==> config.mk <==
export PLATFORM = sky130hd
export DESIGN_NAME = decode
export DESIGN_NICKNAME = d
export VERILOG_FILES = /design/src/source/procPkg.sv /design/src/source/decode.sv
export SDC_FILE = /design/constraint.sdc
export NUM_CORES = 1
export LEC_CHECK = 0
export BUFFER_PORTS_ARGS = -buffer_cell sky130_fd_sc_hd__buf_4
export CAP_MARGIN = 20
export CORE_MARGIN = 3
export CORE_UTILIZATION = 40
export CTS_CLUSTER_DIAMETER = 40
export DETAILED_ROUTE_END_ITERATION = 8
export HOLD_SLACK_MARGIN = 0.15
export PLACE_DENSITY_LB_ADDON = 0.2
export REMOVE_ABC_BUFFERS = 1
export SYNTH_ARGS = -nofsm -noshare
export SYNTH_HDL_FRONTEND = slang
export SYNTH_SLANG_ARGS = --single-unit
export TNS_END_PERCENT = 1
==> constraint.sdc <==
create_clock -name clk -period 2.4 [get_ports clk]
set_clock_uncertainty 0.2 [all_clocks]
set_input_delay 0.36 -clock clk [delete_from_list [all_inputs] [get_ports clk]]
set_output_delay 0.36 -clock clk [all_outputs]
set_load 0.005 [all_outputs]
==> src/source/procPkg.sv <==
/*
 * Shared widths, opcodes and types for the 16-bit pipelined processor.
 * Every RTL file and the testbench refer to these by scoped name.
 */
`default_nettype none

package procPkg;

   localparam int WordWidth = 16;
   localparam int MemWords = 256;
   localparam int AddrWidth = $clog2(MemWords);
   localparam int RegCount = 8;

   typedef logic [WordWidth-1:0] word;
   typedef logic [2:0] regAddr;
   typedef logic [AddrWidth-1:0] memAddr;
   typedef logic [4:0] opcode;

   // Opcode sits in instruction bits 15 to 11
   localparam opcode OpNop = 5'd0;
   localparam opcode OpHalt = 5'd1;
   localparam opcode OpAdd = 5'd2;
   localparam opcode OpSub = 5'd3;
   localparam opcode OpAnd = 5'd4;
   localparam opcode OpXor = 5'd5;
   localparam opcode OpAddi = 5'd6;
   localparam opcode OpLbi = 5'd7;
   localparam opcode OpLd = 5'd8;
   localparam opcode OpSt = 5'd9;
   localparam opcode OpBeqz = 5'd10;
   localparam opcode OpBnez = 5'd11;
   localparam opcode OpJ = 5'd12;

   typedef enum logic [2:0] {
      AluAdd,
      AluSub,
      AluAnd,
      AluXor,
      AluPassB
   } aluOp;

   typedef enum logic [1:0] {
      FwdNone,
      FwdExMem,
      FwdMemWb
   } fwdSel;

endpackage

`default_nettype wire

==> src/source/decode.sv <==
/*
 * Decode stage. Splits the instruction fields, generates control for each
 * opcode, flags illegal codes and holds the eight-entry register file.
 * Writeback lands at the clock edge; reads see a same-cycle write.
 */
`timescale 1ns/1ps
`default_nettype none

module decode (
   input logic clk,
   input logic reset,
   input procPkg::word instr,
   input logic instrValid,
   input logic wbEn,
   input procPkg::regAddr wbAddr,
   input procPkg::word wbData,
   output procPkg::regAddr rsAddr,
   output procPkg::regAddr rtAddr,
   output procPkg::regAddr destAddr,
   output procPkg::word rsData,
   output procPkg::word rtData,
   output procPkg::word imm,
   output procPkg::aluOp op,
   output logic useImm,
   output logic regWrite,
   output logic memRead,
   output logic memWrite,
   output logic isBranch,
   output logic branchOnZero,
   output logic isJump,
   output logic isHalt,
   output logic illegal
);

   procPkg::word regs [procPkg::RegCount];
   procPkg::opcode code;
   logic rType;
   logic legal;

   assign code = instr[15:11];
   assign rsAddr = instr[10:8];
   assign rtAddr = instr[7:5];
   assign rType = code inside {procPkg::OpAdd, procPkg::OpSub, procPkg::OpAnd, procPkg::OpXor};
   assign legal = code <= procPkg::OpJ;

   // Write-first bypass
   assign rsData = (wbEn && wbAddr == rsAddr) ? wbData : regs[rsAddr];
   assign rtData = (wbEn && wbAddr == rtAddr) ? wbData : regs[rtAddr];

   always_ff @(posedge clk) begin
      if (reset) begin
         for (int i = 0; i < procPkg::RegCount; i++)
            regs[i] <= '0;
      end else if (wbEn) begin
         regs[wbAddr] <= wbData;
      end
   end

   always_comb begin
      case (code)
         procPkg::OpSub: op = procPkg::AluSub;
         procPkg::OpAnd: op = procPkg::AluAnd;
         procPkg::OpXor: op = procPkg::AluXor;
         procPkg::OpLbi: op = procPkg::AluPassB;
         default: op = procPkg::AluAdd;
      endcase
   end

   always_comb begin
      useImm = !rType;
      destAddr = rType ? instr[4:2] : instr[7:5];
      imm = {{11{instr[4]}}, instr[4:0]};
      regWrite = 1'b0;
      memRead = 1'b0;
      memWrite = 1'b0;
      isBranch = 1'b0;
      branchOnZero = 1'b0;
      isJump = 1'b0;
      isHalt = 1'b0;
      illegal = instrValid && !legal;
      // A bubble leaves every control low
      if (instrValid) begin
         case (code)
            procPkg::OpHalt: isHalt = 1'b1;
            procPkg::OpAdd, procPkg::OpSub, procPkg::OpAnd, procPkg::OpXor,
            procPkg::OpAddi: regWrite = 1'b1;
            procPkg::OpLbi: begin
               regWrite = 1'b1;
               destAddr = instr[10:8];
               imm = {{8{instr[7]}}, instr[7:0]};
            end
            procPkg::OpLd: begin
               regWrite = 1'b1;
               memRead = 1'b1;
            end
            procPkg::OpSt: memWrite = 1'b1;
            procPkg::OpBeqz, procPkg::OpBnez: begin
               isBranch = 1'b1;
               branchOnZero = code == procPkg::OpBeqz;
               imm = {{8{instr[7]}}, instr[7:0]};
            end
            procPkg::OpJ: begin
               isJump = 1'b1;
               imm = {{5{instr[10]}}, instr[10:0]};
            end
            default: isHalt = 1'b0;
         endcase
      end
   end

endmodule

`default_nettype wire

Word level (Yosys, flattened, before mapping) --
Memories as Yosys holds them, arrays and structs flattened. Cells that the tools add are included.
Word-level totals: input bits 39, memory bits (writable) 128, logic and storage cells 56, output and inout port bits 69, memories 1, flip-flop bits (word level) 0
Memories:
- regs | depth 8, width 16, read ports 2, clocked after memory_dff 0, wr ports 8, line decode.sv:35 | procPkg::word regs [procPkg::RegCount];
Operators by class: magnitude comparators 1, eq/ne operators 14, reduce and logical (&&, ||, !) cells 10, muxes and demuxes 30
Operator list (count):
- $mux 16 | 4
- $pmux 16 s2 | 1
- $eq 5x4->1 const B | 5
- $eq 5x3->1 const B | 4
- $mux 1 | 20
- $reduce_or 16->1 | 1
- $mux 3 | 4
- $pmux 3 s4 | 1
- $eq 5x2->1 const B | 2
- $reduce_or 7->1 | 1
- $eq 3x3->1 | 2
- $eq 5x1->1 const B | 1
- $le 5x4->1 const B | 1
- $reduce_bool 4->1 | 1
- $logic_and 1x1->1 | 3
- $reduce_or 3->1 | 1
- $logic_not 1->1 | 2
- $reduce_or 2->1 | 1

Logic depth before layout (Yosys ltp) --
word-level depth 5, depth in mapped cells 6, depth with buffers taken out 4

Worst setup path after synthesis --
Ideal clock, no wire load.
path kind input-to-output, start point input instr[13], end point output imm[11], stages 6, arrival time 1682 ps, required time 1840 ps, slack 158 ps, buffers on the path 2, path through nor2b_2 -> and4_4 -> buf_6 -> or4b_4 -> nand3_1 -> buf_4
Between the ends: cells in the longest elaborated chain, start to end 4, elaborated cells between the ends (all ways) 7, those cells by class 4 x eq/ne; 2 x mux; 1 x reduce/logical
Ends and longest elaborated chain:
- start: declaration | line decode.sv:12 | input procPkg::word instr,
- $eq 5x4->1 / $eq 5x3->1 (equally long branches) | line decode.sv:83 | case (code)
- $reduce_or 3->1 (no source line)
- $pmux 16 s2 * | line decode.sv:83
- $mux 16 * | line decode.sv:82 | if (instrValid) begin
- end: declaration | line decode.sv:22 | output procPkg::word imm,
Every way passes the cells marked *; elsewhere a longest branch is shown, timed or not.

==> run_results.csv <==
group,metric,value,unit
outcome,status,"complete, no violations",
sta,period_needed,2.39,ns
synth,synthFlopType,"edfxtp_1",
routing,first_iter_violations,462,
finish,synthToLayoutAreaGrowth,25.8,%
clock_network,root_buffer,"clkbuf_16",
setup_path,cp_cell_sequence,"mux4_2 -> mux2i_1 -> a21oi_1 -> buf_4",
sta,whs,0.318,ns
placement,io_buffers,103,
sta,fmax,419,MHz
setup_path,crit_fanout,2,
routing,drc,0,
synth,syn_area_per_cell,13.6,um^2
clock_network,cts.clk_slew.worst_paths,0.06,ns
global_route,grt_pass1_vias,5268,
setup_path,crit_path_end_kind,"output pin",
setup_path,cp.required,1.84,ns
synth,synth_edf_count,128,
sta,hold_violations,0,
setup_path,crit_arrival,1.83,ns
floorplan,core_area,18100,um^2
synth,synth_cell_types,34,
floorplan,dieHeight,143,um
sta,setup-tns-final,0,ns
power,power_density,645,nW/um^2
setup_path,crit_buf_inv,1,
synth,synth_area,7470,um^2
min_path,hold_path_end,"regs[4][0]",
clock_network,clock_path_buffers,2,
floorplan,die_x,143,um
placement,place_area,8660,um^2
global_route,grt_pass1_wl,31.5,mm
routing,routed_wl,21.1,mm
routing,ant_nets,0,
clock_network,tritoncts,"yes",
setup_path,crit_type,"flip-flop to output pin",
routing,dr.pass1.iters,4,
finish,nets,710,
min_path,hp-class,"primary input to flip-flop",
sta,tightest_slew,0.380,ns
synth,synth-seq-area-share,51.4,%
power,p_leak,0.00362,uW
sta,finalCritPeriodShare,99.5,%
finish,diodes,0,
setup_path,crit_slowest_cell,"mux4_2",
routing,routed_via_density,5.61,
global_route,grt_overflow,0,
finish,final_util,51.8,%
run,cap_violations,0,
finish,postLayoutCellArea,9400,um^2
synth,ys_ff_latch,128,
setup_path,slowest_delay,0.47,ns
power,vdd_drop_max,538,uV
sta,slew-limit-headroom,74.0,%
synth,yosys_warnings,0,
finish,largest_reg_flops,128,
sta,grt_setup_unrepaired,"yes",
min_path,whs_path_depth,2,
setup_path,worst-path-stages,4,
placement,hpwlAfterDp,13.4,mm
sta,maxSlewViolCount,0,
clock_network,htreeDepth,4,
finish,final_cell_mix,"and2_1, edfxtp_1, buf_4",
sta,setup_viol,0,
global_route,grt_max_degree,19,
finish,final_layout_size_suffix_gt1_share,35.5,%
finish,top_register,"regs",
setup_path,cp_top_family,"multiplexers",
clock_network,cts_buffers,17,
routing,vias,5102,
floorplan,io_pins,108,
min_path,min-delay-start,"reset",
global_route,groute.usage.overall,21.4,%
routing,wl_per_cell,23.2,um
floorplan,initial_core_util,41.2,%
floorplan,die_area,20400,um^2
global_route,antenna_found_initial,0,
synth,synthCells,549,
setup_path,crit_start,"regs[4][7]",
placement,place.gp.congestion,0.837,
synth,synthArstFlopShare,0,%
finish,largest_registers,"regs: 128 flops",
clock_network,clock-sinks,128,
floorplan,num_rows,49,
setup_path,cp-start-kind,"flip-flop",
finish,fill_cells,1559,
timing repair:
item | in CTS | in global routing
gates resized for setup | 0 | 5
setup buffers | 0 | 1
hold buffers | 16 | 0
endpoints found under the setup margin | 0 | 6
endpoints found under the hold margin | 128 | 0
area by class of cell:
| type | instances | area [um^2] | share of cell area, % |
|---|---|---|---|
| inverter | 7 | 26.3 | 0.280 |
| timing repair buffer | 157 | 1410 | 15.0 |
| multi-input combinational | 360 | 3300 | 35.1 |
| tap | 229 | 287 | 3.05 |
| clock inverter | 10 | 97.6 | 1.04 |
| sequential | 128 | 3840 | 40.9 |
| clock buffer | 19 | 433 | 4.61 |
cells by family (layout without fill, tap and decap cells):
| group | Yosys count | in the layout | synth area share, % |
|---|---|---|---|
| flops | 128 | 128 | 51.4 |
| simple gates | 211 | 211 | 16.3 |
| mux | 99 | 99 | 24.0 |
| buf+inv | 61 | 193 | 4.44 |
| xor+xnor | 6 | 6 | 0.703 |
| compound gates | 44 | 44 | 3.08 |
how the worst max path moves through the flow:
stage | to | slack (ns)
global route | rsData[7] | -0.02
detailed placement | rsData[11] | 0.06
CTS | rsData[7] | 0.01
global placement | rsData[11] | 0.08
floorplan | regs[1][0] | 0.15
finish | rsData[7] | 0.01
power breakdown:
group          switching [uW]  total [uW]  leakage, uW  internal, uW
combinational             463        1020      0.00213           555
clock                     885        2370     0.000267          1490
sequential               66.2        2670      0.00123          2610
synth_stat cells (3+ instances only):
master | number | share of area (%)
o21ai_0 | 4 | 0.27
xnor2_1 | 6 | 0.70
nand2b_1 | 4 | 0.33
nand3_1 | 4 | 0.27
nor3_1 | 4 | 0.27
mux2i_1 | 35 | 4.7
buf_1 | 3 | 0.15
a21oi_1 | 34 | 2.3
and2_1 | 128 | 11
nand2_1 | 7 | 0.35
mux4_2 | 64 | 19
buf_2 | 10 | 0.67
o21ai_1 | 3 | 0.20
buf_4 | 22 | 2.2
inv_1 | 7 | 0.35
or2_1 | 4 | 0.33
clkbuf_1 | 18 | 0.90
or2_2 | 4 | 0.33
edfxtp_1 | 128 | 51
nor2_1 | 43 | 2.2
metrics by stage:
step,power (uW),cells,setup slack [ns]
after floorplan,3130,495,0.145
after global placement,3680,863,0.0781
after detailed placement,3710,863,0.0565
after CTS,6090,908,0.0142
after global routing,6280,910,-0.0186
final,6060,910,0.0131
per-layer routing:
layer | wire length, um | up-vias | GRT usage, %
li1 | - | 2288 | -
met1 | 9000 | 2584 | 28.8
met2 | 10300 | 210 | 33.9
met3 | 1570 | 20 | 6.23
met4 | 264 | 0 | 6.30
met5 | 0 | - | 0
(Power assumes the default switching activity.)
