==> src/source/procPkg.sv <==
/*
 * Shared widths, opcodes and types for the 16-bit pipelined processor.
 * Every RTL file and the testbench refer to these by scoped name.
 */
`default_nettype none

package procPkg;

   localparam int WordWidth = 16;
   localparam int MemWords = 256;
   localparam int AddrWidth = $clog2(MemWords);
   localparam int RegCount = 8;

   typedef logic [WordWidth-1:0] word;
   typedef logic [2:0] regAddr;
   typedef logic [AddrWidth-1:0] memAddr;
   typedef logic [4:0] opcode;

   // Opcode sits in instruction bits 15 to 11
   localparam opcode OpNop = 5'd0;
   localparam opcode OpHalt = 5'd1;
   localparam opcode OpAdd = 5'd2;
   localparam opcode OpSub = 5'd3;
   localparam opcode OpAnd = 5'd4;
   localparam opcode OpXor = 5'd5;
   localparam opcode OpAddi = 5'd6;
   localparam opcode OpLbi = 5'd7;
   localparam opcode OpLd = 5'd8;
   localparam opcode OpSt = 5'd9;
   localparam opcode OpBeqz = 5'd10;
   localparam opcode OpBnez = 5'd11;
   localparam opcode OpJ = 5'd12;

   typedef enum logic [2:0] {
      AluAdd,
      AluSub,
      AluAnd,
      AluXor,
      AluPassB
   } aluOp;

   typedef enum logic [1:0] {
      FwdNone,
      FwdExMem,
      FwdMemWb
   } fwdSel;

endpackage

`default_nettype wire

==> src/source/hazardUnit.sv <==
/*
 * Hazard detection. Chooses forwarding sources for the operands in
 * execute, newest producer first, and stalls decode on a load-use pair.
 */
`timescale 1ns/1ps
`default_nettype none

module hazardUnit (
   input procPkg::regAddr idRs,
   input procPkg::regAddr idRt,
   input procPkg::regAddr exRs,
   input procPkg::regAddr exRt,
   input procPkg::regAddr exDest,
   input procPkg::regAddr memDest,
   input procPkg::regAddr wbDest,
   input logic exMemRead,
   input logic memRegWrite,
   input logic wbRegWrite,
   output procPkg::fwdSel fwdA,
   output procPkg::fwdSel fwdB,
   output logic loadStall
);

   always_comb begin
      if (memRegWrite && memDest == exRs)
         fwdA = procPkg::FwdExMem;
      else if (wbRegWrite && wbDest == exRs)
         fwdA = procPkg::FwdMemWb;
      else
         fwdA = procPkg::FwdNone;
   end

   always_comb begin
      if (memRegWrite && memDest == exRt)
         fwdB = procPkg::FwdExMem;
      else if (wbRegWrite && wbDest == exRt)
         fwdB = procPkg::FwdMemWb;
      else
         fwdB = procPkg::FwdNone;
   end

   // Loaded data is not ready until the load reaches MEM/WB
   assign loadStall = exMemRead && (exDest == idRs || exDest == idRt);

endmodule

`default_nettype wire

==> config.mk <==
export PLATFORM = sky130hd
export DESIGN_NAME = hazardUnit
export DESIGN_NICKNAME = d
export VERILOG_FILES = /design/src/source/procPkg.sv /design/src/source/hazardUnit.sv
export SDC_FILE = /design/constraint.sdc
export NUM_CORES = 1
export LEC_CHECK = 0
export BUFFER_PORTS_ARGS = -buffer_cell sky130_fd_sc_hd__buf_2
export CAP_MARGIN = 20
export CORE_AREA = 5 5 42 44
export DETAILED_ROUTE_END_ITERATION = 7
export DIE_AREA = 0 0 47 49
export GPL_TIMING_DRIVEN = 0
export SLEW_MARGIN = 10
export SYNTH_ARGS = -nofsm -noshare
export SYNTH_HDL_FRONTEND = slang
export SYNTH_SLANG_ARGS = --single-unit
==> constraint.sdc <==
create_clock -name vclk -period 1.2
set_clock_uncertainty 0.2 [all_clocks]
set_input_delay 0.06 -clock vclk [all_inputs]
set_output_delay 0.06 -clock vclk [all_outputs]
set_load 0.01 [all_outputs]
Word-level counts from Yosys, hierarchy flattened
Index checks and enable logic that the tools add are counted.

Register bits after elaboration: 0. Input port bits: 24. Output and inout port bits: 5. Word-level logic and storage cells: 16.

Equal/unequal tests: 6. Multiplexer cells: 4. Reduce and logical (&&, ||, !) cells: 6.

Operators by type and width (number): 3-bit == test (6); 2-bit 2-to-1 mux (4); 1-bit logical AND (5); 1-bit logical OR (1).

Longest topological paths before layout
Gate-level depths: netlist of run 1.

Word-level depth: 4. Gate-level depth with buffers: 3. Depth with buffers taken out: 3.

Least setup slack after synthesis of run 1
No wires, ideal clock.

Path type: input -> output. From: input memDest[0]. To: output fwdA[1]. Arrival time: 0.508 ns. Required time: 0.940 ns. Setup slack: 0.432 ns. Stages: 3. Path through: xnor2_1 > and4_4 > nor2_2.

Word-level cells in the longest chain between the ends: 3.

Ends and longest elaborated chain: start: declaration (RTL line hazardUnit.sv:14) `input procPkg::regAddr memDest,`; 3-bit == test (RTL line hazardUnit.sv:25) `if (memRegWrite && memDest == exRs)`; 1-bit logical AND (RTL line hazardUnit.sv:25); 2-bit 2-to-1 mux (RTL line hazardUnit.sv:25); end: declaration (RTL line hazardUnit.sv:19) `output procPkg::fwdSel fwdA,`.

No other way between the ends.

Worst setup path after layout of run 1
From: input exRs[0]. To: output fwdA[1].

Word-level cells in the longest chain between the ends: 4. Elaborated cells between the ends (all ways): 6. Those cells by class: eq/ne (2); mux (2); reduce/logical (2).

Ends and longest elaborated chain: start: declaration (RTL line hazardUnit.sv:11) `input procPkg::regAddr exRs,`; 3-bit == test (RTL line hazardUnit.sv:27) `else if (wbRegWrite && wbDest == exRs)`; 1-bit logical AND (RTL line hazardUnit.sv:27); 2-bit 2-to-1 mux (RTL line hazardUnit.sv:27); 2-bit 2-to-1 mux * (RTL line hazardUnit.sv:25).

Mark *: on every way between the ends. The rest lies on a longest branch, timed or not.

==> reports/metrics.cfg, run 1 <==
[setup_path]
cp-end-kind=output port
slowest_delay_ns=0.25
crit_chain=buf_2 -> xnor2_1 -> and4_4 -> nor2_2 -> buf_2
startpoint_type=primary input
critPathKind=primary input to output port
arrival_ns=0.79
cp_slowest_cell=and4_4
crit_path_frequent_cell=buf_2
cp.required_ns=0.94
path_max_fanout=2

[layout]
num-clock-buffers=0
nets=84
fill_cells=158
final_cell_area_um2=394
seq_area_um2=0
seq_cells=0
area_delta_synth_final_pct=72.1
drive_gt1_frac=0.569
diodes=0

[place]
gp_congestion=0.699
hpwl_um=656
place_area_um2=394
portBuffers=29
pre_cts_slack_ns=0.147

[sta]
setup_ws_ns=0.154
relSlewSlack=0.880
rsz0062_at_grt=no
period_share=0.871
final_max_slew_viol_count=0
setup_viol=0
fmax_ghz=0.956
hold_viol=0
period_minus_slack_ns=1.05
finalSetupTns_ns=0
tightest_slew_ns=0.179

[grt]
antenna_found_initial=0
grt_usage=0.0589
grt_max_degree=5
gr-total-overflow=0
grt_pass1_vias=310
grt_pass1_wl_um=1080

[pwr]
cellPowerDensity_nw_per_um2=349
leakage_nw=0.188
ir_drop_v=0.000112

[detailed_routing]
routed_wl_um=700
drc=0
first_iter_violations=2
ant_nets=0
wl_per_cell_um=9.46
dr.pass1.iters=2
via_per_inst=4.20
num_vias=311

[logic_synthesis]
synth_cells=29
syn-mean-instance-area_um2=7.90
synth_nets=53
yosysWarnings=0
synth-seq-area-share=0
synth.distinct_cells=8
synth_area_um2=229

[clock_network]
post_cts_resized=0
ctsHoldBuffers=0
postCtsSetupRepairBufs=0

[floorplanning]
pin_count=29
rows=14
die_w_um=47
coreArea_um2=1400
die_area_um2=2300
die_y_um=49
start_util=0.163

[outcome]
outcome=finished, final reports clean

[min_path]
hp-class=primary input to output port

[job]
drv_cap=0

==> final cells by class <==
type | instances | area [um2] | share of cell area
well taps | 16 | 20.0 | 0.0508
multi-input cells | 29 | 229 | 0.581
repair buffers | 29 | 145 | 0.368
==> logic make-up after synthesis <==
| group | Yosys count | synth area share |
|---|---|---|
| AO/OA/AOI/OAI | 2 | 0.0765 |
| AND/OR/NAND/NOR | 11 | 0.311 |
| XOR/XNOR | 16 | 0.612 |
==> placed cells by master, fill, tap and decap left out <==
cell type and n:
and2_1 2, o2111ai_1 2, nor2_1 2, nor2_2 2, buf_2 29, nand2_1 1, nand4_1 2, xnor2_1 16
and4_4 2
==> cell usage after synthesis <==
master,number,area [um2]
nand2_1,1,3.75
xnor2_1,16,140
nor2_1,2,7.51
nand4_1,2,12.5
o2111ai_1,2,17.5
nor2_2,2,12.5
and2_1,2,12.5
and4_4,2,22.5
==> stage by stage <==
stage | util | power, mW | hold slack [ns] | instances
finish | 0.281 | 0.138 | 0.262 | 74
global placement | 0.281 | 0.138 | 0.266 | 74
global route | 0.281 | 0.152 | 0.297 | 74
detailed placement | 0.281 | 0.139 | 0.264 | 74
floorplan | - | 0.0685 | 0.0292 | 29
CTS | 0.281 | 0.139 | 0.266 | 74
==> critical path: cells and delay by family <==
family                    cells  cell delay [ns]
and+or+nand+nor               2             0.29
buffers and inverters         2             0.25
xor gates and xnor gates      1             0.19
==> power by group <==
group / internal (mW) / total [mW] / switching, mW
logic: 0.0786 / 0.138 / 0.0591
registers: 0 / 0 / 0
clock network: 0 / 0 / 0
==> metal layers <==
layer	global-route usage	share of wire	wire length [um]
met1	0.0696	0.36	255
met2	0.113	0.40	283
met3	0.00738	0.23	162
met4	0	0	0
met5	0	0	0
==> final timing paths <==
kind,from,to,cells past startpoint
setup / recovery,exRs[0],fwdA[1],5
hold / removal,wbRegWrite,fwdB[1],4
Power figures use the tool's default switching activity.
==> run 2: changes to the inputs <==
CORE_AREA = 3 3 40 42   (was 5 5 42 44)
DIE_AREA = 0 0 43 45   (was 0 0 47 49)
==> reports/metrics.cfg, run 2 (same netlist as run 1, synthesis figures left out) <==
[layout]
drive_gt1_frac=0.569  ; unchanged
diodes=0  ; unchanged
layout_commonest_cell=buf_2  ; unchanged
multiInputGateArea_um2=229  ; unchanged
nets=84  ; unchanged
seq_cells=0  ; unchanged
seq_area_um2=0  ; unchanged
area_delta_synth_final_pct=71.6  ; was 72.1%
final_cell_mix=buf_2 (29), xnor2_1 (16)  ; unchanged
num-clock-buffers=0  ; unchanged
layout.cells.non_filler=73  ; was 74
fill_cells=142  ; was 158

[sta]
setup_viol=0  ; unchanged
period_minus_slack_ns=1.01  ; was 1.05 ns
rsz0062_at_grt=no  ; unchanged
finalSetupTns_ns=0  ; unchanged
relSlewSlack=0.896  ; was 0.880
fmax_ghz=0.989  ; was 0.956 GHz
tightest_slew_ns=0.156  ; was 0.179 ns
period_share=0.843  ; was 0.871
final_max_slew_viol_count=0  ; unchanged
hold_viol=0  ; unchanged

[place]
dp_cells=73  ; was 74
gp_congestion=0.659  ; was 0.699
hpwl_um=614  ; was 656 um
portBuffers=29  ; unchanged

[detailed_routing]
routed_wl_um=651  ; was 700 um
wl_per_cell_um=8.92  ; was 9.46 um
ant_nets=0  ; unchanged
drc=0  ; unchanged
num_vias=311  ; unchanged
first_iter_violations=1  ; was 2
dr.pass1.iters=2  ; unchanged
via_per_inst=4.26  ; was 4.20

[setup_path]
cp-end-kind=output port  ; unchanged
arrival_ns=0.75  ; was 0.79 ns
slowest_delay_ns=0.24  ; was 0.25 ns
crit_path_start=exRs[1]  ; was exRs[0]
startpoint_type=primary input  ; unchanged
crit_chain=buf_2 -> xnor2_1 -> and4_4 -> nor2_2 -> buf_2  ; unchanged
critPathKind=primary input to output port  ; unchanged
cp.required_ns=0.94  ; about the same
path_max_fanout=2  ; unchanged
crit_path_frequent_cell=buf_2  ; unchanged
cp_slowest_cell=and4_4  ; unchanged
endpoint=fwdA[1]  ; unchanged

[grt]
grt_pass1_wl_um=993  ; was 1080 um
antenna_found_initial=0  ; unchanged
gr-total-overflow=0  ; unchanged
grt_pass1_vias=247  ; was 310
grt_max_degree=5  ; unchanged
grt_usage=0.0630  ; was 0.0589

[pwr]
finalPower_mw=0.137  ; was 0.138 mW
ir_drop_v=0.000109  ; was 0.000112 V
leakage_nw=0.188  ; unchanged
cellPowerDensity_nw_per_um2=349  ; about the same

[job]
drv_cap=0  ; unchanged

[clock_network]
ctsHoldBuffers=0  ; unchanged
post_cts_resized=0  ; unchanged
postCtsSetupRepairBufs=0  ; unchanged

[floorplanning]
start_util=0.178  ; was 0.163
die_y_um=45  ; was 49 um
rows=13  ; was 14
die_area_um2=1940  ; was 2300 um2
die_w_um=43  ; was 47 um
pin_count=29  ; unchanged
coreArea_um2=1280  ; was 1400 um2

[outcome]
outcome=finished, final reports clean  ; unchanged

[min_path]
hp-class=primary input to output port  ; unchanged

## run 2: cell counts in the layout (fill, tap and decap cells not counted)
Identical to the previous run, type by type.
## run 2: area by class of cell
type,count,area share
multi-input cells,29,0.583
well taps,15,0.0478
repair buffers,29,0.369
## run 2: how the worst min path moves through the flow
| stage | startpoint | to | cells after the start |
|---|---|---|---|
| floorplan | wbRegWrite | fwdA[1] | 2 |
| global placement | wbRegWrite | fwdB[1] | 4 |
| detailed placement | wbRegWrite | fwdB[1] | 4 |
| CTS | wbRegWrite | fwdB[1] | 4 |
| global route | wbRegWrite | fwdB[1] | 4 |
| finish | wbRegWrite | fwdB[1] | 4 |
## run 2: report_power, final
part           total (mW)  switching (mW)  internal, mW
logic               0.137          0.0584        0.0786
clock network           0               0             0
registers               0               0             0
total               0.137          0.0584        0.0786
## run 2: per-stage QoR
stage | setup WS, ns | area, um2 | util | hold slack (ns)
3_3_place_gp | 0.173 | 393 | 0.306 | 0.260
5_1_grt | 0.137 | 393 | 0.306 | 0.282
2_1_floorplan | 0.432 | 229 | - | 0.0292
6_report | 0.188 | 393 | 0.306 | 0.261
4_1_cts | 0.176 | 393 | 0.306 | 0.264
3_5_place_dp | 0.178 | 393 | 0.306 | 0.261
## run 2: critical path: cells and delay by family
kind,cells,cell delay (ns)
buf+inv,2,0.24
simple gates,2,0.28
xor+xnor,1,0.17
## run 2: layer usage
layer	wire, um	global-route usage	vias to the layer above	part of all wire
li1	-	-	159	-
met1	226	0.0762	126	0.35
met2	294	0.123	26	0.45
met3	130	0.0120	0	0.20
met4	0	0	0	0
met5	0	0	-	0
