**src/source/procPkg.sv**
```systemverilog
/*
 * Shared widths, opcodes and types for the 16-bit pipelined processor.
 * Every RTL file and the testbench refer to these by scoped name.
 */
`default_nettype none

package procPkg;

   localparam int WordWidth = 16;
   localparam int MemWords = 256;
   localparam int AddrWidth = $clog2(MemWords);
   localparam int RegCount = 8;

   typedef logic [WordWidth-1:0] word;
   typedef logic [2:0] regAddr;
   typedef logic [AddrWidth-1:0] memAddr;
   typedef logic [4:0] opcode;

   // Opcode sits in instruction bits 15 to 11
   localparam opcode OpNop = 5'd0;
   localparam opcode OpHalt = 5'd1;
   localparam opcode OpAdd = 5'd2;
   localparam opcode OpSub = 5'd3;
   localparam opcode OpAnd = 5'd4;
   localparam opcode OpXor = 5'd5;
   localparam opcode OpAddi = 5'd6;
   localparam opcode OpLbi = 5'd7;
   localparam opcode OpLd = 5'd8;
   localparam opcode OpSt = 5'd9;
   localparam opcode OpBeqz = 5'd10;
   localparam opcode OpBnez = 5'd11;
   localparam opcode OpJ = 5'd12;

   typedef enum logic [2:0] {
      AluAdd,
      AluSub,
      AluAnd,
      AluXor,
      AluPassB
   } aluOp;

   typedef enum logic [1:0] {
      FwdNone,
      FwdExMem,
      FwdMemWb
   } fwdSel;

endpackage

`default_nettype wire

```
**src/source/fetch.sv**
```systemverilog
/*
 * Instruction fetch. Holds the program counter and requests the word at
 * it from the shared memory. Advances only on a grant while not stalled,
 * jumps on redirect, and stops for good once a halt is seen.
 */
`timescale 1ns/1ps
`default_nettype none

module fetch (
   input logic clk,
   input logic reset,
   input logic run,
   input logic stall,
   input logic redirect,
   input procPkg::word redirectPc,
   input logic freeze,
   input logic fetchGrant,
   input procPkg::word fetchRdData,
   output logic fetchReq,
   output procPkg::memAddr fetchAddr,
   output procPkg::word instr,
   output procPkg::word pcNext,
   output logic instrValid
);

   procPkg::word pc;
   logic frozen;

   assign fetchReq = run && !frozen && !freeze;
   assign fetchAddr = pc[procPkg::AddrWidth-1:0];
   assign pcNext = pc + 1'b1;

   // Memory data only belongs to fetch in a granted cycle
   assign instr = fetchRdData;
   assign instrValid = fetchGrant;

   always_ff @(posedge clk) begin
      if (reset) begin
         pc <= '0;
         frozen <= 1'b0;
      end else begin
         if (freeze)
            frozen <= 1'b1;
         if (redirect)
            pc <= redirectPc;
         else if (fetchGrant && !stall)
            pc <= pcNext;
      end
   end

endmodule

`default_nettype wire

```
**config.mk**
```make
export PLATFORM = sky130hd
export DESIGN_NAME = fetch
export DESIGN_NICKNAME = d
export VERILOG_FILES = /design/src/source/procPkg.sv /design/src/source/fetch.sv
export SDC_FILE = /design/constraint.sdc
export NUM_CORES = 1
export LEC_CHECK = 0
export ABC_AREA = 1
export BUFFER_PORTS_ARGS = -buffer_cell sky130_fd_sc_hd__clkbuf_2
export CORE_UTILIZATION = 44
export DETAILED_ROUTE_END_ITERATION = 7
export GPL_ROUTABILITY_DRIVEN = 0
export PLACE_DENSITY = 0.81
export SYNTH_ARGS = -nofsm -noshare
export SYNTH_HDL_FRONTEND = slang
export SYNTH_SLANG_ARGS = --single-unit
```
**constraint.sdc**
```tcl
create_clock -name clk -period 1.7 [get_ports clk]
set_input_delay 0.34 -clock clk [delete_from_list [all_inputs] [get_ports clk]]
set_output_delay 0.34 -clock clk [all_outputs]
set_load 0.01 [all_outputs]
```
Word-level counts from Yosys, hierarchy flattened
Cells that the tools add are included.

$add $sub $neg: 1. Multiplexer cells: 2. Reductions and logical operators: 7.

Operators with widths (count): $mux W16 (2); $add A16 B1 Y16 const B (1); $logic_and A1 B1 Y1 (3); $logic_not A1 Y1 (3); $reduce_bool A2 Y1 (1).

Register bits: 17. Input bits: 39. Output and inout port bits: 42. Word-level logic and storage cells: 12.

Logic depth before layout (Yosys ltp)
Word-level depth: 4. Depth in mapped cells: 9. Depth with buffers taken out: 9.

Least setup slack after synthesis
OpenSTA, ideal clock, no wires.

Path type: reg-to-output. Start: register pc[1]. End: output pcNext[12]. Arrival: 1203 ps. Required time: 1360 ps. Setup slack: 157 ps. Stages on the path, launching flop included: 8. Cell sequence: dfxtp_1 -> ha_1 -> nand3_2 -> inv_1 -> nand2_2 -> inv_2 -> nand3_1 -> and2_1.

Longest elaborated chain between the ends: 1.

Ends and longest elaborated chain: from (decl) (RTL line fetch.sv:26) `procPkg::word pc;`; from (signal assigned) (RTL line fetch.sv:45) `pc <= redirectPc;`; from (signal assigned) (RTL line fetch.sv:47) `pc <= pcNext;`; $add A16 B1 Y16 (RTL line fetch.sv:31) `assign pcNext = pc + 1'b1;`; to (decl) (RTL line fetch.sv:22) `output procPkg::word pcNext,`.

Every way passes these cells.

Worst setup path in the final report
Start: register pc[1]. End: output pcNext[9].

The elaborated chain is that of the path after synthesis.

==> run_summary.xml <==
<?xml version="1.0" encoding="UTF-8"?>
<metrics>
  <group name="sta">
    <metric name="setup_viol_count_final" unit="">13</metric>
    <metric name="relSlewSlack" unit="%">70.20</metric>
    <metric name="final.period_utilization" unit="%">110.5</metric>
    <metric name="final-max-slew-violation-count" unit="">0</metric>
    <metric name="whs" unit="ns">0.2551</metric>
    <metric name="worstMarginPinSlew" unit="ns">0.4470</metric>
    <metric name="timing_hold_violations_final" unit="">0</metric>
    <metric name="rsz0062_at_grt" unit="">yes</metric>
    <metric name="skew" unit="ns">0.007739</metric>
    <metric name="clock_period_minus_worst_slack" unit="ns">1.879</metric>
    <metric name="timing.fmax" unit="MHz">532.1</metric>
    <metric name="final.setup.worst_slack" unit="ns">-0.1792</metric>
  </group>
  <group name="floorplanning">
    <metric name="floorplan.core_area" unit="sq um">3028</metric>
    <metric name="io-pin-count" unit="">81</metric>
    <metric name="die-area" unit="sq um">3385</metric>
    <metric name="initial_core_utilization" unit="%">45.87</metric>
    <metric name="die_height" unit="microns">58.18</metric>
    <metric name="std_cell_rows" unit="">20</metric>
    <metric name="die-width" unit="microns">58.18</metric>
  </group>
  <group name="grt">
    <metric name="grt_use_total" unit="%">20.20</metric>
    <metric name="grt_pass1_vias" unit="">1249</metric>
    <metric name="grt_antenna_before_repair" unit="">0</metric>
    <metric name="grt_first_pass_wirelength" unit="mm">5.313</metric>
    <metric name="gr-total-overflow" unit="">0</metric>
    <metric name="grt_start_max_net_pins" unit="">18</metric>
  </group>
  <group name="critical_path">
    <metric name="timing.critical_path.fanout_max" unit="">6</metric>
    <metric name="critPathTopFamily" unit="">simple AND/OR/NAND/NOR gates</metric>
    <metric name="crit_arrival" unit="ns">1.54</metric>
    <metric name="regToRegEndpoint" unit="">pc[9]</metric>
    <metric name="slowest_delay" unit="ns">0.37</metric>
    <metric name="critical_path_buf_inv_count" unit="">2</metric>
    <metric name="worst-r2r-cell-count" unit="">13</metric>
    <metric name="worstPathCellList" unit="">buf_6 &gt; nand2_1 &gt; nor2_2 &gt; nand2_4 &gt; o21ai_2 &gt; and2_1 &gt; clkbuf_2</metric>
    <metric name="reg2reg_from" unit="">pc[1]</metric>
    <metric name="worst_ep_required_time" unit="ns">1.36</metric>
    <metric name="critical_path.startpoint_type" unit="">register</metric>
    <metric name="critical-path-slowest-cell" unit="">sky130_fd_sc_hd__dfxtp_2</metric>
    <metric name="worst-r2r-setup-slack" unit="ns">-0.10</metric>
    <metric name="worst_setup_path_endpoint" unit="">pcNext[9]</metric>
    <metric name="cp.depth" unit="">7</metric>
    <metric name="crit_start" unit="">pc[1]</metric>
    <metric name="worst_setup_path_end_kind" unit="">primary output</metric>
    <metric name="classification_of_the_worst_setup_path" unit="">reg -&gt; out</metric>
  </group>
  <group name="synth">
    <metric name="synth_compound_area_share" unit="%">14.05</metric>
    <metric name="synth_xor_xnor_area_share" unit="%">5.495</metric>
    <metric name="synthSimpleGateAreaFrac" unit="%">32.25</metric>
    <metric name="combinational_family_with_the_most_area_after_synthesis" unit="">simple AND/OR/NAND/NOR gates</metric>
    <metric name="synthCells" unit="">204</metric>
    <metric name="synth_area_per_cell" unit="sq um">6.808</metric>
    <metric name="synth.distinct_cells" unit="">31</metric>
    <metric name="syn-cell-area" unit="sq um">1389</metric>
    <metric name="synth.ff_latch_count" unit="">17</metric>
    <metric name="synth.mux.area_fraction" unit="%">0</metric>
    <metric name="net_count_after_synthesis" unit="">244</metric>
    <metric name="synth_fa_ha_area_share" unit="%">0.9009</metric>
    <metric name="synth-warning-count" unit="">0</metric>
    <metric name="synth_seq_area_share" unit="%">24.50</metric>
  </group>
  <group name="drt">
    <metric name="drcViolationCount" unit="">0</metric>
    <metric name="route.final.wire_length" unit="mm">3.333</metric>
    <metric name="vias_per_cell" unit="">4.771</metric>
    <metric name="detailedRoute.firstPassIterationCount" unit="">4</metric>
    <metric name="detailroute.via_count" unit="">1374</metric>
    <metric name="drt_iter0_drc" unit="">76</metric>
    <metric name="wl_per_cell" unit="microns">11.57</metric>
    <metric name="final_antenna_net_count" unit="">0</metric>
  </group>
  <group name="clock_network">
    <metric name="tritoncts.num_buffers" unit="">3</metric>
    <metric name="clockRootBuffer" unit="">sky130_fd_sc_hd__clkbuf_4</metric>
    <metric name="tritoncts" unit="">done</metric>
    <metric name="numClockSinks" unit="">17</metric>
    <metric name="clkLatencyLatePin" unit="ns">0.30</metric>
    <metric name="ctsHoldBuffers" unit="">0</metric>
    <metric name="worst_setup_hold_path_clk_slew" unit="ns">0.11</metric>
    <metric name="cts_max_path_buffers" unit="">2</metric>
    <metric name="cts_max_level" unit="">1</metric>
  </group>
  <group name="placement">
    <metric name="port_buffers" unit="">48</metric>
    <metric name="detailedPlacementHpwl" unit="mm">2.375</metric>
  </group>
  <group name="cells_and_area">
    <metric name="finish.utilization" unit="%">58.60</metric>
    <metric name="layout-drive-gt1-share" unit="%">52.05</metric>
    <metric name="n_antenna_cell" unit="">0</metric>
    <metric name="final_nets" unit="">285</metric>
    <metric name="flow.area_growth_from_synthesis" unit="%">27.75</metric>
  </group>
  <group name="job">
    <metric name="max_cap_viols" unit="">0</metric>
  </group>
  <group name="power">
    <metric name="power_density" unit="nW/um^2">529.1</metric>
    <metric name="vdd_drop_max" unit="uV">238.6</metric>
    <metric name="cellLeakagePower" unit="nW">0.8239</metric>
  </group>
  <group name="run_status">
    <metric name="outcome" unit="">finished, violations left</metric>
    <metric name="violations" unit="">negative setup slack</metric>
  </group>
  <group name="hold_path">
    <metric name="hold_path.class" unit="">in -&gt; reg</metric>
  </group>
</metrics>
==> tightest hold or removal path: cells and delay by family <==
family,cells,cell delay (ns)
and+or+nand+nor,2,0.10
buffers and inverters,1,0.09
==> cell usage in the layout (no fill, tap or decap), types with 2 or more instances in the layout <==
master                      n
sky130_fd_sc_hd__nand3_1    5
sky130_fd_sc_hd__inv_1     23
sky130_fd_sc_hd__a21oi_2    6
sky130_fd_sc_hd__buf_6      5
sky130_fd_sc_hd__o21ai_0    9
sky130_fd_sc_hd__nor2_4     6
sky130_fd_sc_hd__nor2_2     4
sky130_fd_sc_hd__nand4_1    2
sky130_fd_sc_hd__xor2_2     4
sky130_fd_sc_hd__clkbuf_2  41
sky130_fd_sc_hd__dfxtp_1    6
sky130_fd_sc_hd__dfxtp_4    3
sky130_fd_sc_hd__o21ai_2    3
sky130_fd_sc_hd__a31oi_1    3
sky130_fd_sc_hd__nand2_2   10
sky130_fd_sc_hd__and2_1     4
sky130_fd_sc_hd__nand3_2    5
sky130_fd_sc_hd__a21oi_1    6
sky130_fd_sc_hd__nand2_1   44
sky130_fd_sc_hd__a22o_1     2
sky130_fd_sc_hd__buf_2      5
sky130_fd_sc_hd__clkbuf_4   3
sky130_fd_sc_hd__buf_4     16
sky130_fd_sc_hd__nand2_4    2
sky130_fd_sc_hd__inv_2      2
sky130_fd_sc_hd__dfxtp_2    8
sky130_fd_sc_hd__nor2_1     8
==> kinds of logic (layout without fill, tap and decap cells) <==
| logic type | Yosys count | after routing |
|---|---|---|
| compound gates | 31 | 31 |
| xor+xnor | 7 | 7 |
| fa+ha+maj | 1 | 1 |
| buf+inv | 57 | 97 |
| flops | 17 | 17 |
| simple gates | 91 | 91 |
==> synthesized netlist by cell type (all sizes together) <==
master / number / area share (%)
nand2: 56 / 17
buf: 30 / 15
inv: 25 / 6.8
nor2: 18 / 7.4
dfxtp: 17 / 25
a21oi: 12 / 5.7
o21ai: 12 / 4.6
nand3: 10 / 4.7
xor2: 5 / 4.2
and2: 4 / 1.8
a31oi: 3 / 1.4
a22o: 2 / 1.3
nand4: 2 / 0.90
xnor2: 2 / 1.3
a22oi: 1 / 0.54
a311oi: 1 / 0.63
clkbuf: 1 / 0.27
clkinv: 1 / 0.27
ha: 1 / 0.90
nor3b: 1 / 0.54
==> worst min-delay path by stage <==
stage	from	endpoint	slack (ns)	cells after the start
floorplan	frozen	frozen	0.44	2
global placement	frozen	frozen	0.46	2
detailed placement	frozen	frozen	0.46	2
CTS	freeze	frozen	0.26	3
global route	freeze	frozen	0.28	3
finish	freeze	frozen	0.26	3
==> state kept, by name, summed over array words and instances, names as in the netlist <==
name and cells:
frozen 1, pc 16
==> where the power goes <==
part / internal (mW) / leakage (nW) / switching (mW) / total, mW
sequential: 0.424 / 0.145 / 0.0283 / 0.453
clock: 0.0878 / 0.0177 / 0.144 / 0.232
combinational: 0.117 / 0.661 / 0.137 / 0.254
total: 0.629 / 0.824 / 0.310 / 0.939
==> final cells by class <==
| type | count | area, sq um |
|---|---|---|
| sequential | 17 | 361.6 |
| inverter | 26 | 100.1 |
| clock inverter | 1 | 5.005 |
| fill | 288 | 1254 |
| timing repair buffer | 67 | 406.6 |
| multi-input combinational | 130 | 823.3 |
| clock buffer | 3 | 22.52 |
| tap | 44 | 55.05 |
==> metal layers <==
layer  routed length [microns]  GRT usage [%]  vias up
met5                         0              0        -
met4                        14          5.102        0
met3                       184          4.241        4
met2                      1624          34.98       46
met1                      1508          25.48      627
li1                          -              -      697
==> timing repair <==
| action | in CTS | in global routing |
|---|---|---|
| setup buffers | 9 | 3 |
| pin swaps | 12 | 10 |
| gates resized for setup | 20 | 29 |
| setup endpoints to repair | 12 | 14 |
==> per-stage QoR <==
stage / std cells / setup WS [ns] / TNS, ns / cell area, sq um / power, mW
5_1_grt: 288 / -0.2699 / -2.607 / 1774 / 0.9830
3_5_place_dp: 272 / 0.1083 / 0 / 1518 / 0.6848
6_report: 288 / -0.1792 / -1.603 / 1774 / 0.9388
3_3_place_gp: 272 / 0.1210 / 0 / 1518 / 0.6819
2_1_floorplan: 204 / 0.1574 / 0 / 1389 / 0.6436
4_1_cts: 285 / -0.1577 / -1.208 / 1672 / 0.9317
No activity file was read; power rests on OpenSTA's default activity.
