--- config.mk ---
export PLATFORM = sky130hd
export DESIGN_NAME = execute
export DESIGN_NICKNAME = d
export VERILOG_FILES = /design/src/source/procPkg.sv /design/src/source/execute.sv
export SDC_FILE = /design/constraint.sdc
export NUM_CORES = 1
export LEC_CHECK = 0
export BUFFER_PORTS_ARGS = -buffer_cell sky130_fd_sc_hd__buf_2
export CAP_MARGIN = 20
export CELL_PAD_IN_SITES_DETAIL_PLACEMENT = 0
export CELL_PAD_IN_SITES_GLOBAL_PLACEMENT = 2
export CORE_MARGIN = 1
export CORE_UTILIZATION = 23
export DETAILED_ROUTE_END_ITERATION = 8
export GPL_ROUTABILITY_DRIVEN = 0
export GPL_TIMING_DRIVEN = 0
export PLACE_DENSITY = 0.85
export SLEW_MARGIN = 20
export SYNTH_ARGS = -nofsm -noshare
export SYNTH_HDL_FRONTEND = slang
export SYNTH_SLANG_ARGS = --single-unit
--- constraint.sdc ---
create_clock -name vclk -period 5.69
set_clock_uncertainty 0.1 [all_clocks]
set_input_delay 1.138 -clock vclk [all_inputs]
set_output_delay 1.138 -clock vclk [all_outputs]
set_load 0.1 [all_outputs]
--- src/source/procPkg.sv ---
/*
 * Shared widths, opcodes and types for the 16-bit pipelined processor.
 * Every RTL file and the testbench refer to these by scoped name.
 */
`default_nettype none

package procPkg;

   localparam int WordWidth = 16;
   localparam int MemWords = 256;
   localparam int AddrWidth = $clog2(MemWords);
   localparam int RegCount = 8;

   typedef logic [WordWidth-1:0] word;
   typedef logic [2:0] regAddr;
   typedef logic [AddrWidth-1:0] memAddr;
   typedef logic [4:0] opcode;

   // Opcode sits in instruction bits 15 to 11
   localparam opcode OpNop = 5'd0;
   localparam opcode OpHalt = 5'd1;
   localparam opcode OpAdd = 5'd2;
   localparam opcode OpSub = 5'd3;
   localparam opcode OpAnd = 5'd4;
   localparam opcode OpXor = 5'd5;
   localparam opcode OpAddi = 5'd6;
   localparam opcode OpLbi = 5'd7;
   localparam opcode OpLd = 5'd8;
   localparam opcode OpSt = 5'd9;
   localparam opcode OpBeqz = 5'd10;
   localparam opcode OpBnez = 5'd11;
   localparam opcode OpJ = 5'd12;

   typedef enum logic [2:0] {
      AluAdd,
      AluSub,
      AluAnd,
      AluXor,
      AluPassB
   } aluOp;

   typedef enum logic [1:0] {
      FwdNone,
      FwdExMem,
      FwdMemWb
   } fwdSel;

endpackage

`default_nettype wire

--- src/source/execute.sv ---
/*
 * Execute stage. Picks forwarded operands, runs the ALU for results and
 * memory addresses, and resolves branches and jumps against pcNext.
 */
`timescale 1ns/1ps
`default_nettype none

module execute (
   input procPkg::aluOp op,
   input logic useImm,
   input procPkg::word rsData,
   input procPkg::word rtData,
   input procPkg::word imm,
   input procPkg::word exMemData,
   input procPkg::word memWbData,
   input procPkg::fwdSel fwdA,
   input procPkg::fwdSel fwdB,
   input logic isBranch,
   input logic branchOnZero,
   input logic isJump,
   input procPkg::word pcNext,
   output procPkg::word aluOut,
   output procPkg::word storeData,
   output procPkg::word redirectPc,
   output logic redirect
);

   procPkg::word opA;
   procPkg::word opB;
   logic taken;

   function automatic procPkg::word forward(input procPkg::fwdSel sel,
                                            input procPkg::word regVal);
      case (sel)
         procPkg::FwdExMem: return exMemData;
         procPkg::FwdMemWb: return memWbData;
         default: return regVal;
      endcase
   endfunction

   assign opA = forward(fwdA, rsData);
   assign storeData = forward(fwdB, rtData);
   assign opB = useImm ? imm : storeData;

   always_comb begin
      case (op)
         procPkg::AluSub: aluOut = opA - opB;
         procPkg::AluAnd: aluOut = opA & opB;
         procPkg::AluXor: aluOut = opA ^ opB;
         procPkg::AluPassB: aluOut = opB;
         default: aluOut = opA + opB;
      endcase
   end

   // Branches test Rs against zero
   assign taken = isBranch && ((opA == '0) == branchOnZero);
   assign redirect = isJump || taken;
   assign redirectPc = pcNext + imm;

endmodule

`default_nettype wire

After elaboration in Yosys (flattened, before gate mapping):

Cells that the tools add are included.

* flip-flop bits (word level): 0
* bits of input ports: 107
* output and inout port bits: 49
* word-level logic and storage cells: 21

* add/sub/neg operators: 3
* eq/ne operators: 9
* muxes and demuxes: 4
* bitwise gates (word level): 2
* reduce and logical (&&, ||, !) cells: 3

Operator list (number)
* one-hot mux 16 bit (2 select lines): 2
* one-hot mux 16 bit (4 select lines): 1
* adder 16 bit: 2
* bitwise AND 16 bit: 1
* zero test 16 bit: 1
* 2-to-1 mux 16 bit: 1
* subtractor 16 bit: 1
* bitwise XOR 16 bit: 1
* equality test 3 x 2 -> 1 bit (second input constant): 2
* equality test 2 x 1 -> 1 bit (second input constant): 2
* equality test 2 bit (second input constant): 2
* equality test 3 x 1 -> 1 bit (second input constant): 1
* equality test 3 bit (second input constant): 1
* equality test 1 bit: 1
* logical AND 1 bit: 1
* logical OR 1 bit: 1

Longest topological paths before layout:

Gate-level depths: netlist of run 1.

* depth after elaboration: 6
* depth in mapped cells: 22
* mapped depth without buffers: 20

Worst setup path before layout of run 1:

Ideal clock, no wire load.

* path kind: input to output
* start point: in fwdB[0]
* end point: out aluOut[6]
* arrival: 7.339 ns
* required time: 4.452 ns
* slack: -2.887 ns
* stages: 17
* path buffers: 1
* cell sequence: inv_1 ha_1 buf_6 o21ai_1 mux2_2 inv_1 ha_1 nor2_1 xnor2_1 ha_1 nor2b_1 o21ai_0 nand2b_1 a31oi_1 xnor2_1 nor2_1 a221oi_1

* cells in the longest elaborated chain, start to end: 5
* elaborated cells on any way between the ends: 9
* those cells by class: add/sub (2); eq/ne (2); mux (3); bitwise (2)

RTL lines
* start, declared: RTL line execute.sv:17 `input procPkg::fwdSel fwdB,`
* equality test 2 bit / equality test 2 x 1 -> 1 bit (equally long branches): RTL line execute.sv:34 `case (sel)`
* one-hot mux 16 bit (2 select lines) *: RTL line execute.sv:34
* via storeData[0]: RTL line execute.sv:23 `output procPkg::word storeData,`
* 2-to-1 mux 16 bit *: RTL line execute.sv:43 `assign opB = useImm ? imm : storeData;`
* adder 16 bit / subtractor 16 bit (equally long branches): RTL line execute.sv:51, execute.sv:47
* one-hot mux 16 bit (4 select lines) *: RTL line execute.sv:46 `case (op)`
* end, declared: RTL line execute.sv:22 `output procPkg::word aluOut,`

Mark *: on every way through the listed nets, which the timed path passes. The rest lies on a longest branch.

Worst setup path in the final report of run 1:

* start point: in fwdB[0]
* end point: out aluOut[15]

* cells in the longest elaborated chain, start to end: 5
* elaborated cells on any way between the ends: 9
* those cells by class: add/sub (2); eq/ne (2); mux (3); bitwise (2)

RTL lines
* equality test 2 bit / equality test 2 x 1 -> 1 bit (equally long branches): RTL line execute.sv:34
* one-hot mux 16 bit (2 select lines) *: RTL line execute.sv:34
* 2-to-1 mux 16 bit *: RTL line execute.sv:43
* adder 16 bit, or another cell as far along: RTL line execute.sv:51 `default: aluOut = opA + opB;`
* one-hot mux 16 bit (4 select lines) *: RTL line execute.sv:46

Mark *: on every way between the ends. The rest lies on a longest branch, timed or not.

==> summary.txt, run 1 <==
Outcome
  – Status: finished with violations
  – Failing checks: setup timing

Synth
  – Post-synthesis adder-cell area fraction: 22.3%
  – Post-Synth Simple-Gate Area: 19.2%
  – Synth warn: 0
  – Largest family of logic cells by synthesized area: compound AO/OA/AOI/OAI gates
  – Syn Nets: 637
  – Syn Inst Count: 472
  – Post-Syn Area: 3330 µm²
  – Post-Synth XOR/XNOR Area: 10.0%
  – Top cell type's share of synthesized area: 21.1%
  – Yosys cell types: 53
  – Post-Syn Area per Cell: 7.05 µm²
  – Synth Area in Compound Gates: 31.4%
  – Synth area leaders: ha_1 21%, xnor2_1 7.4%, a22oi_1 6.3%
  – Largest area contributor in the netlist: ha_1
  – Multiplexer share of the synthesized area: 10.0%
  – Sequential fraction of the synthesis area: 0%

Cells and area
  – Final nets: 832
  – Syn-to-layout area delta: 68.5%
  – Register area: 0 µm²
  – Commonest non-fill, non-tap cell in the layout: buf_2
  – Diodes inserted: 0
  – FILL cells: 1501
  – Commonest non-fill, non-tap cells in the layout: 141 x buf_2, 50 x ha_1, 47 x nand2_1
  – Multi-input gate area: 3800 µm²
  – Final non-filler cell area: 5610 µm²
  – Seq cells: 0
  – Finished Core Util: 40.1%
  – Layout cell share with drive strength beyond 1: 49.2%
  – Fin cells: 845
  – Clock buffer count: 0

Setup path
  – CP most frequent cell: buf_12
  – Slowest-stage cell, CP: or3_4
  – Worst-path fanout max: 5
  – Critical-path cell list: buf_12 > inv_12 > ha_4 > buf_12 > buf_12 > nand2_4 > o21ai_4 > or3_4 > a21oi_4 > buf_4 > a21oi_1 > xnor2_1 > ha_1 > nor4_4 > nor3_2 > a21oi_2 > a211oi_2 > a31oi_1 > xnor2_1 > o221ai_4 > buf_12
  – Slowest Stage Delay on Critical Path: 390 ps
  – Crit path required time: 4450 ps
  – Cell family contributing the most delay on the critical path: compound AO/OA/AOI/OAI gates
  – Critical Path Source: fwdB[0]
  – Setup CP Type: primary input to primary output
  – CP Capture Type: primary output
  – Crit start category: primary input
  – CP arrival: 4830 ps
  – Bufs and invs on worst path: 6

Drt
  – Vias/cell: 5.10
  – Initial DRT Pass Iterations: 5
  – Remaining DRCs: 0
  – Routed length per instance: 17.6 µm
  – Via count: 4313
  – DR iter-0 viols: 206
  – Routed Antenna Nets: 0
  – Detailed Route WL: 14.8 mm

Global route
  – Gr usage total: 19.4%
  – Largest net degree at the start of global routing: 11
  – Initial antenna violation count: 0
  – Grt total ovfl: 0
  – First-pass GRT wire length: 22.7 mm
  – Number of global-route vias before repair: 4374

Floorplanning
  – Die Ht: 122 µm
  – Starting Density: 23.8%
  – Core Region: 14000 µm²
  – IO Count: 156
  – Die W: 122 µm
  – Die area: 15000 µm²
  – Std-Cell Rows: 43

STA
  – Final hold vios: 0
  – Final Slew Violations: 0
  – Setup TNS: -1580 ps
  – Rel. slew slack: 29.4%
  – Post-layout min period: 6070 ps
  – Final setup fails: 10
  – RSZ-0062 raised after global routing: true
  – Final Worst Setup Slack: -378 ps
  – Hold WS: 2680 ps
  – Max Freq: 165 MHz
  – Worst Max-Slew Pin Slew: 1050 ps
  – Final worst-path cycle share: 107%

Placement
  – IO buf count: 153
  – Placed inst area: 4690 µm²
  – Cell Count Post-Placement: 805
  – Pre-CTS setup slack: -1350 ps
  – Post-DP HPWL: 12.3 mm

Run
  – Max Cap Viol: 0

Power and ir drop
  – Tot Pwr: 1.63 mW
  – Power per cell area: 291 nW/µm²
  – VDD IR max: 0.155 mV
  – Leakage: 2.55 nW

Worst hold path
  – Worst hold start: rtData[14]
  – Hold Path End: storeData[14]
  – Min-delay worst type: primary input to primary output
  – WHS Path Cells: 4

Clocking
  – Hold Buf Count CTS: 0
Yosys cell counts (7+ instances only):
cell type,instances
o21ai_0,31
a22oi_1,28
nor2b_1,11
buf_6,7
ha_1,56
clkbuf_1,12
inv_1,24
xor2_1,10
a21oi_1,32
nand2_1,51
o21ai_1,13
o21a_1,7
mux2i_1,13
xnor2_1,28
o22ai_1,8
mux2_2,18
nor3_1,14
nor2_1,36
logic make-up (layout without fill, tap and decap cells):
logic type               after synthesis  after routing
AO/OA/AOI/OAI                        158            158
AND/OR/NAND/NOR                      139            139
adder cells (fa/ha/maj)               58             58
buffers and inverters                 48            241
XOR/XNOR                              38             38
multiplexers                          31             31
report_power, final:
part | switching [mW] | internal, mW
Clock | 0 | 0
Combinational | 1.08 | 0.553
Sequential | 0 | 0
Total | 1.08 | 0.553
what timing repair did:
action | in CTS | in global routing
setup endpoints to repair | 13 | 13
resized for setup | 119 | 19
buffers inserted | 31 | 10
cloned | 1 | 0
pin swaps | 42 | 28
layout make-up:
class / count / share of cell area [%]
multi-input cells: 424 / 67.8
plain buffers: 21 / 2.92
repair buffers: 195 / 23.3
well taps: 180 / 4.02
inverters: 25 / 1.94
how the worst max path moves through the flow:
| stage | slack [ps] | depth (start not counted) | endpoint |
|---|---|---|---|
| floorplan | -740 | 22 | aluOut[15] |
| global placement | -1300 | 21 | aluOut[15] |
| detailed placement | -1350 | 21 | aluOut[15] |
| CTS | -410 | 22 | aluOut[15] |
| global route | -550 | 21 | aluOut[15] |
| finish | -380 | 21 | aluOut[15] |
per-layer routing:
| metal | track usage, % | part of all wire [%] |
|---|---|---|
| met2 | 34.6 | 48 |
| met4 | 3.28 | 1.7 |
| met3 | 1.44 | 5.6 |
| met5 | 0 | 0 |
| met1 | 25.5 | 44 |
Power figures use the tool's default switching activity.
==> run 2: changes to the inputs <==
--- a/config.mk
+++ b/config.mk
@@ -15,7 +15,7 @@
 export GPL_ROUTABILITY_DRIVEN = 0
 export GPL_TIMING_DRIVEN = 0
 export PLACE_DENSITY = 0.85
-export SLEW_MARGIN = 20
+export RECOVER_POWER = 100
 export SYNTH_ARGS = -nofsm -noshare
 export SYNTH_HDL_FRONTEND = slang
 export SYNTH_SLANG_ARGS = --single-unit
==> run 2 against run 1 <==
Effect of this change:
- the flow still finishes with violations (setup timing)
- global-route usage shrank 0.31 points
- critical path depth unchanged
- routed wire length down 0.38%
- die area did not move
- worst hold slack improved by 110 ps
- via count is 0.74% higher
- final area decreased by 1.2%
- cell count up 0.59%
- critical path type unchanged
- largest cell class unchanged
- largest power group unchanged
==> summary.txt, run 2 (synthesized netlist as in run 1, its figures left out) <==
STA
  – Final Slew Violations: 0 (unchanged)
  – Final worst-path cycle share: 108% (+1.3 points)
  – Worst Max-Slew Pin Slew: 1210 ps (+157 ps)
  – Rel. slew slack: 20.0% (-9.4 points)
  – Post-layout min period: 6140 ps (+72.2 ps)
  – Final hold vios: 0 (unchanged)
  – Hold WS: 2780 ps (+109 ps)
  – Final Worst Setup Slack: -450 ps (-72.2 ps)
  – Final setup fails: 10 (unchanged)
  – RSZ-0062 raised after global routing: true
  – Max Freq: 163 MHz (-1.2%)

Setup path
  – CP arrival: 4900 ps (+70 ps)
  – Worst-path fanout max: 6 (+1)
  – Slowest Stage Delay on Critical Path: 340 ps (-50 ps)
  – Critical-path cell list: buf_8 > ha_4 > buf_12 > buf_12 > buf_8 > nand2_4 > o21ai_4 > or3_4 > a21oi_4 > nand3_2 > o31ai_2 > xor2_1 > ha_1 > a21oi_2 > o22ai_2 > a21oi_2 > a211oi_2 > a31oi_1 > xnor2_1 > o221ai_4 > buf_12
  – Slowest-stage cell, CP: or3_4
  – Setup CP Type: primary input to primary output
  – CP Capture Type: primary output
  – Crit path required time: 4450 ps (about the same)
  – Cell family contributing the most delay on the critical path: compound AO/OA/AOI/OAI gates
  – CP most frequent cell: buf_12
  – Crit start category: primary input
  – Bufs and invs on worst path: 5 (-1)

Cells and area
  – Clock buffer count: 0 (unchanged)
  – Commonest non-fill, non-tap cells in the layout: 103 x buf_2, 52 x ha_1, 48 x nand2_1
  – Seq cells: 0 (unchanged)
  – Syn-to-layout area delta: 66.6%
  – Layout cell share with drive strength beyond 1: 44.0% (-5.1 points)
  – Multi-input gate area: 3750 µm² (-1.4%)
  – FILL cells: 1535 (+2.3%)
  – Final nets: 837 (+0.60%)
  – Commonest non-fill, non-tap cell in the layout: buf_2
  – Register area: 0 µm² (unchanged)
  – Diodes inserted: 0 (unchanged)

Global route
  – Grt total ovfl: 0 (unchanged)
  – Initial antenna violation count: 0 (unchanged)
  – Largest net degree at the start of global routing: 11 (unchanged)
  – First-pass GRT wire length: 22.3 mm (-1.8%)
  – Number of global-route vias before repair: 4290 (-1.9%)
  – Gr usage total: 19.1% (-0.31 points)

Drt
  – Remaining DRCs: 0 (unchanged)
  – Via count: 4345 (+0.74%)
  – Routed length per instance: 17.4 µm (-0.97%)
  – DR iter-0 viols: 225 (+9.2%)
  – Initial DRT Pass Iterations: 5 (unchanged)
  – Routed Antenna Nets: 0 (unchanged)
  – Detailed Route WL: 14.8 mm (-0.38%)
  – Vias/cell: 5.11 (+0.15%)

Floorplanning
  – Die Ht: 122 µm (unchanged)
  – Starting Density: 23.8% (unchanged)
  – Die area: 15000 µm² (unchanged)
  – Die W: 122 µm (unchanged)
  – IO Count: 156 (unchanged)
  – Core Region: 14000 µm² (unchanged)
  – Std-Cell Rows: 43 (unchanged)

Worst hold path
  – Worst hold start: isJump
  – Hold Path End: redirect
  – Min-delay worst type: primary input to primary output
  – WHS Path Cells: 3 (-1)

Clocking
  – Hold Buf Count CTS: 0 (unchanged)

Outcome
  – Status: finished with violations
  – Failing checks: setup timing

Power and ir drop
  – Tot Pwr: 1.63 mW (+0.10%)
  – VDD IR max: 0.174 mV (+13%)
  – Leakage: 2.48 nW (-2.7%)
  – Power per cell area: 295 nW/µm² (+1.3%)

Placement
  – Post-DP HPWL: 12.3 mm (+0.10%)
  – IO buf count: 153 (unchanged)
  – Pre-CTS setup slack: -1340 ps (+5.56 ps)

Run
  – Max Cap Viol: 0 (unchanged)
[run 2: cell count changes in the layout (fill, tap and decap cells not counted), sizes merged]
cell,delta
clkbuf,+37
buf,-32
[run 2: per-stage QoR]
step	instances	setup TNS [ps]	cell area [µm²]	utilization (%)
final	850	-2470	5540	39.6
after global placement	805	-9210	4680	33.5
after floorplan	472	-4780	3690	-
after global routing	850	-3770	5540	39.6
after detailed placement	806	-9840	4690	33.6
after CTS	839	-1760	5380	38.5
[run 2: repair_timing]
action,in CTS,in global routing
endpoints found under the setup margin,13,13
setup buffers,35,11
gates resized for setup,111,28
pin swaps,43,18
[run 2: power by group]
group | total [mW] | internal [mW] | switching (mW)
registers | 0 | 0 | 0
logic | 1.63 | 0.552 | 1.08
clock network | 0 | 0 | 0
[run 2: how the worst max path moves through the flow]
stage / slack, ps / from / depth (start not counted) / end
2_1_floorplan: -740 / fwdB[0] / 22 / aluOut[15]
3_3_place_gp: -1300 / fwdB[0] / 21 / aluOut[15]
3_5_place_dp: -1340 / fwdB[0] / 21 / aluOut[15]
4_1_cts: -380 / fwdB[1] / 23 / aluOut[15]
5_1_grt: -580 / fwdB[1] / 22 / aluOut[15]
6_report: -450 / fwdB[1] / 21 / aluOut[15]
[run 2: metal layers]
metal	track usage, %	share of wire, %
met1	25.2	43
met2	34.3	48
met3	1.58	7.3
met4	2.13	0.97
met5	0	0
[run 2: cell type report]
cell class,count,share of cell area (%)
inverter,25,1.96
timing repair buffer,200,23.4
buffer,21,2.96
multi-input combinational,424,67.6
tap,180,4.06
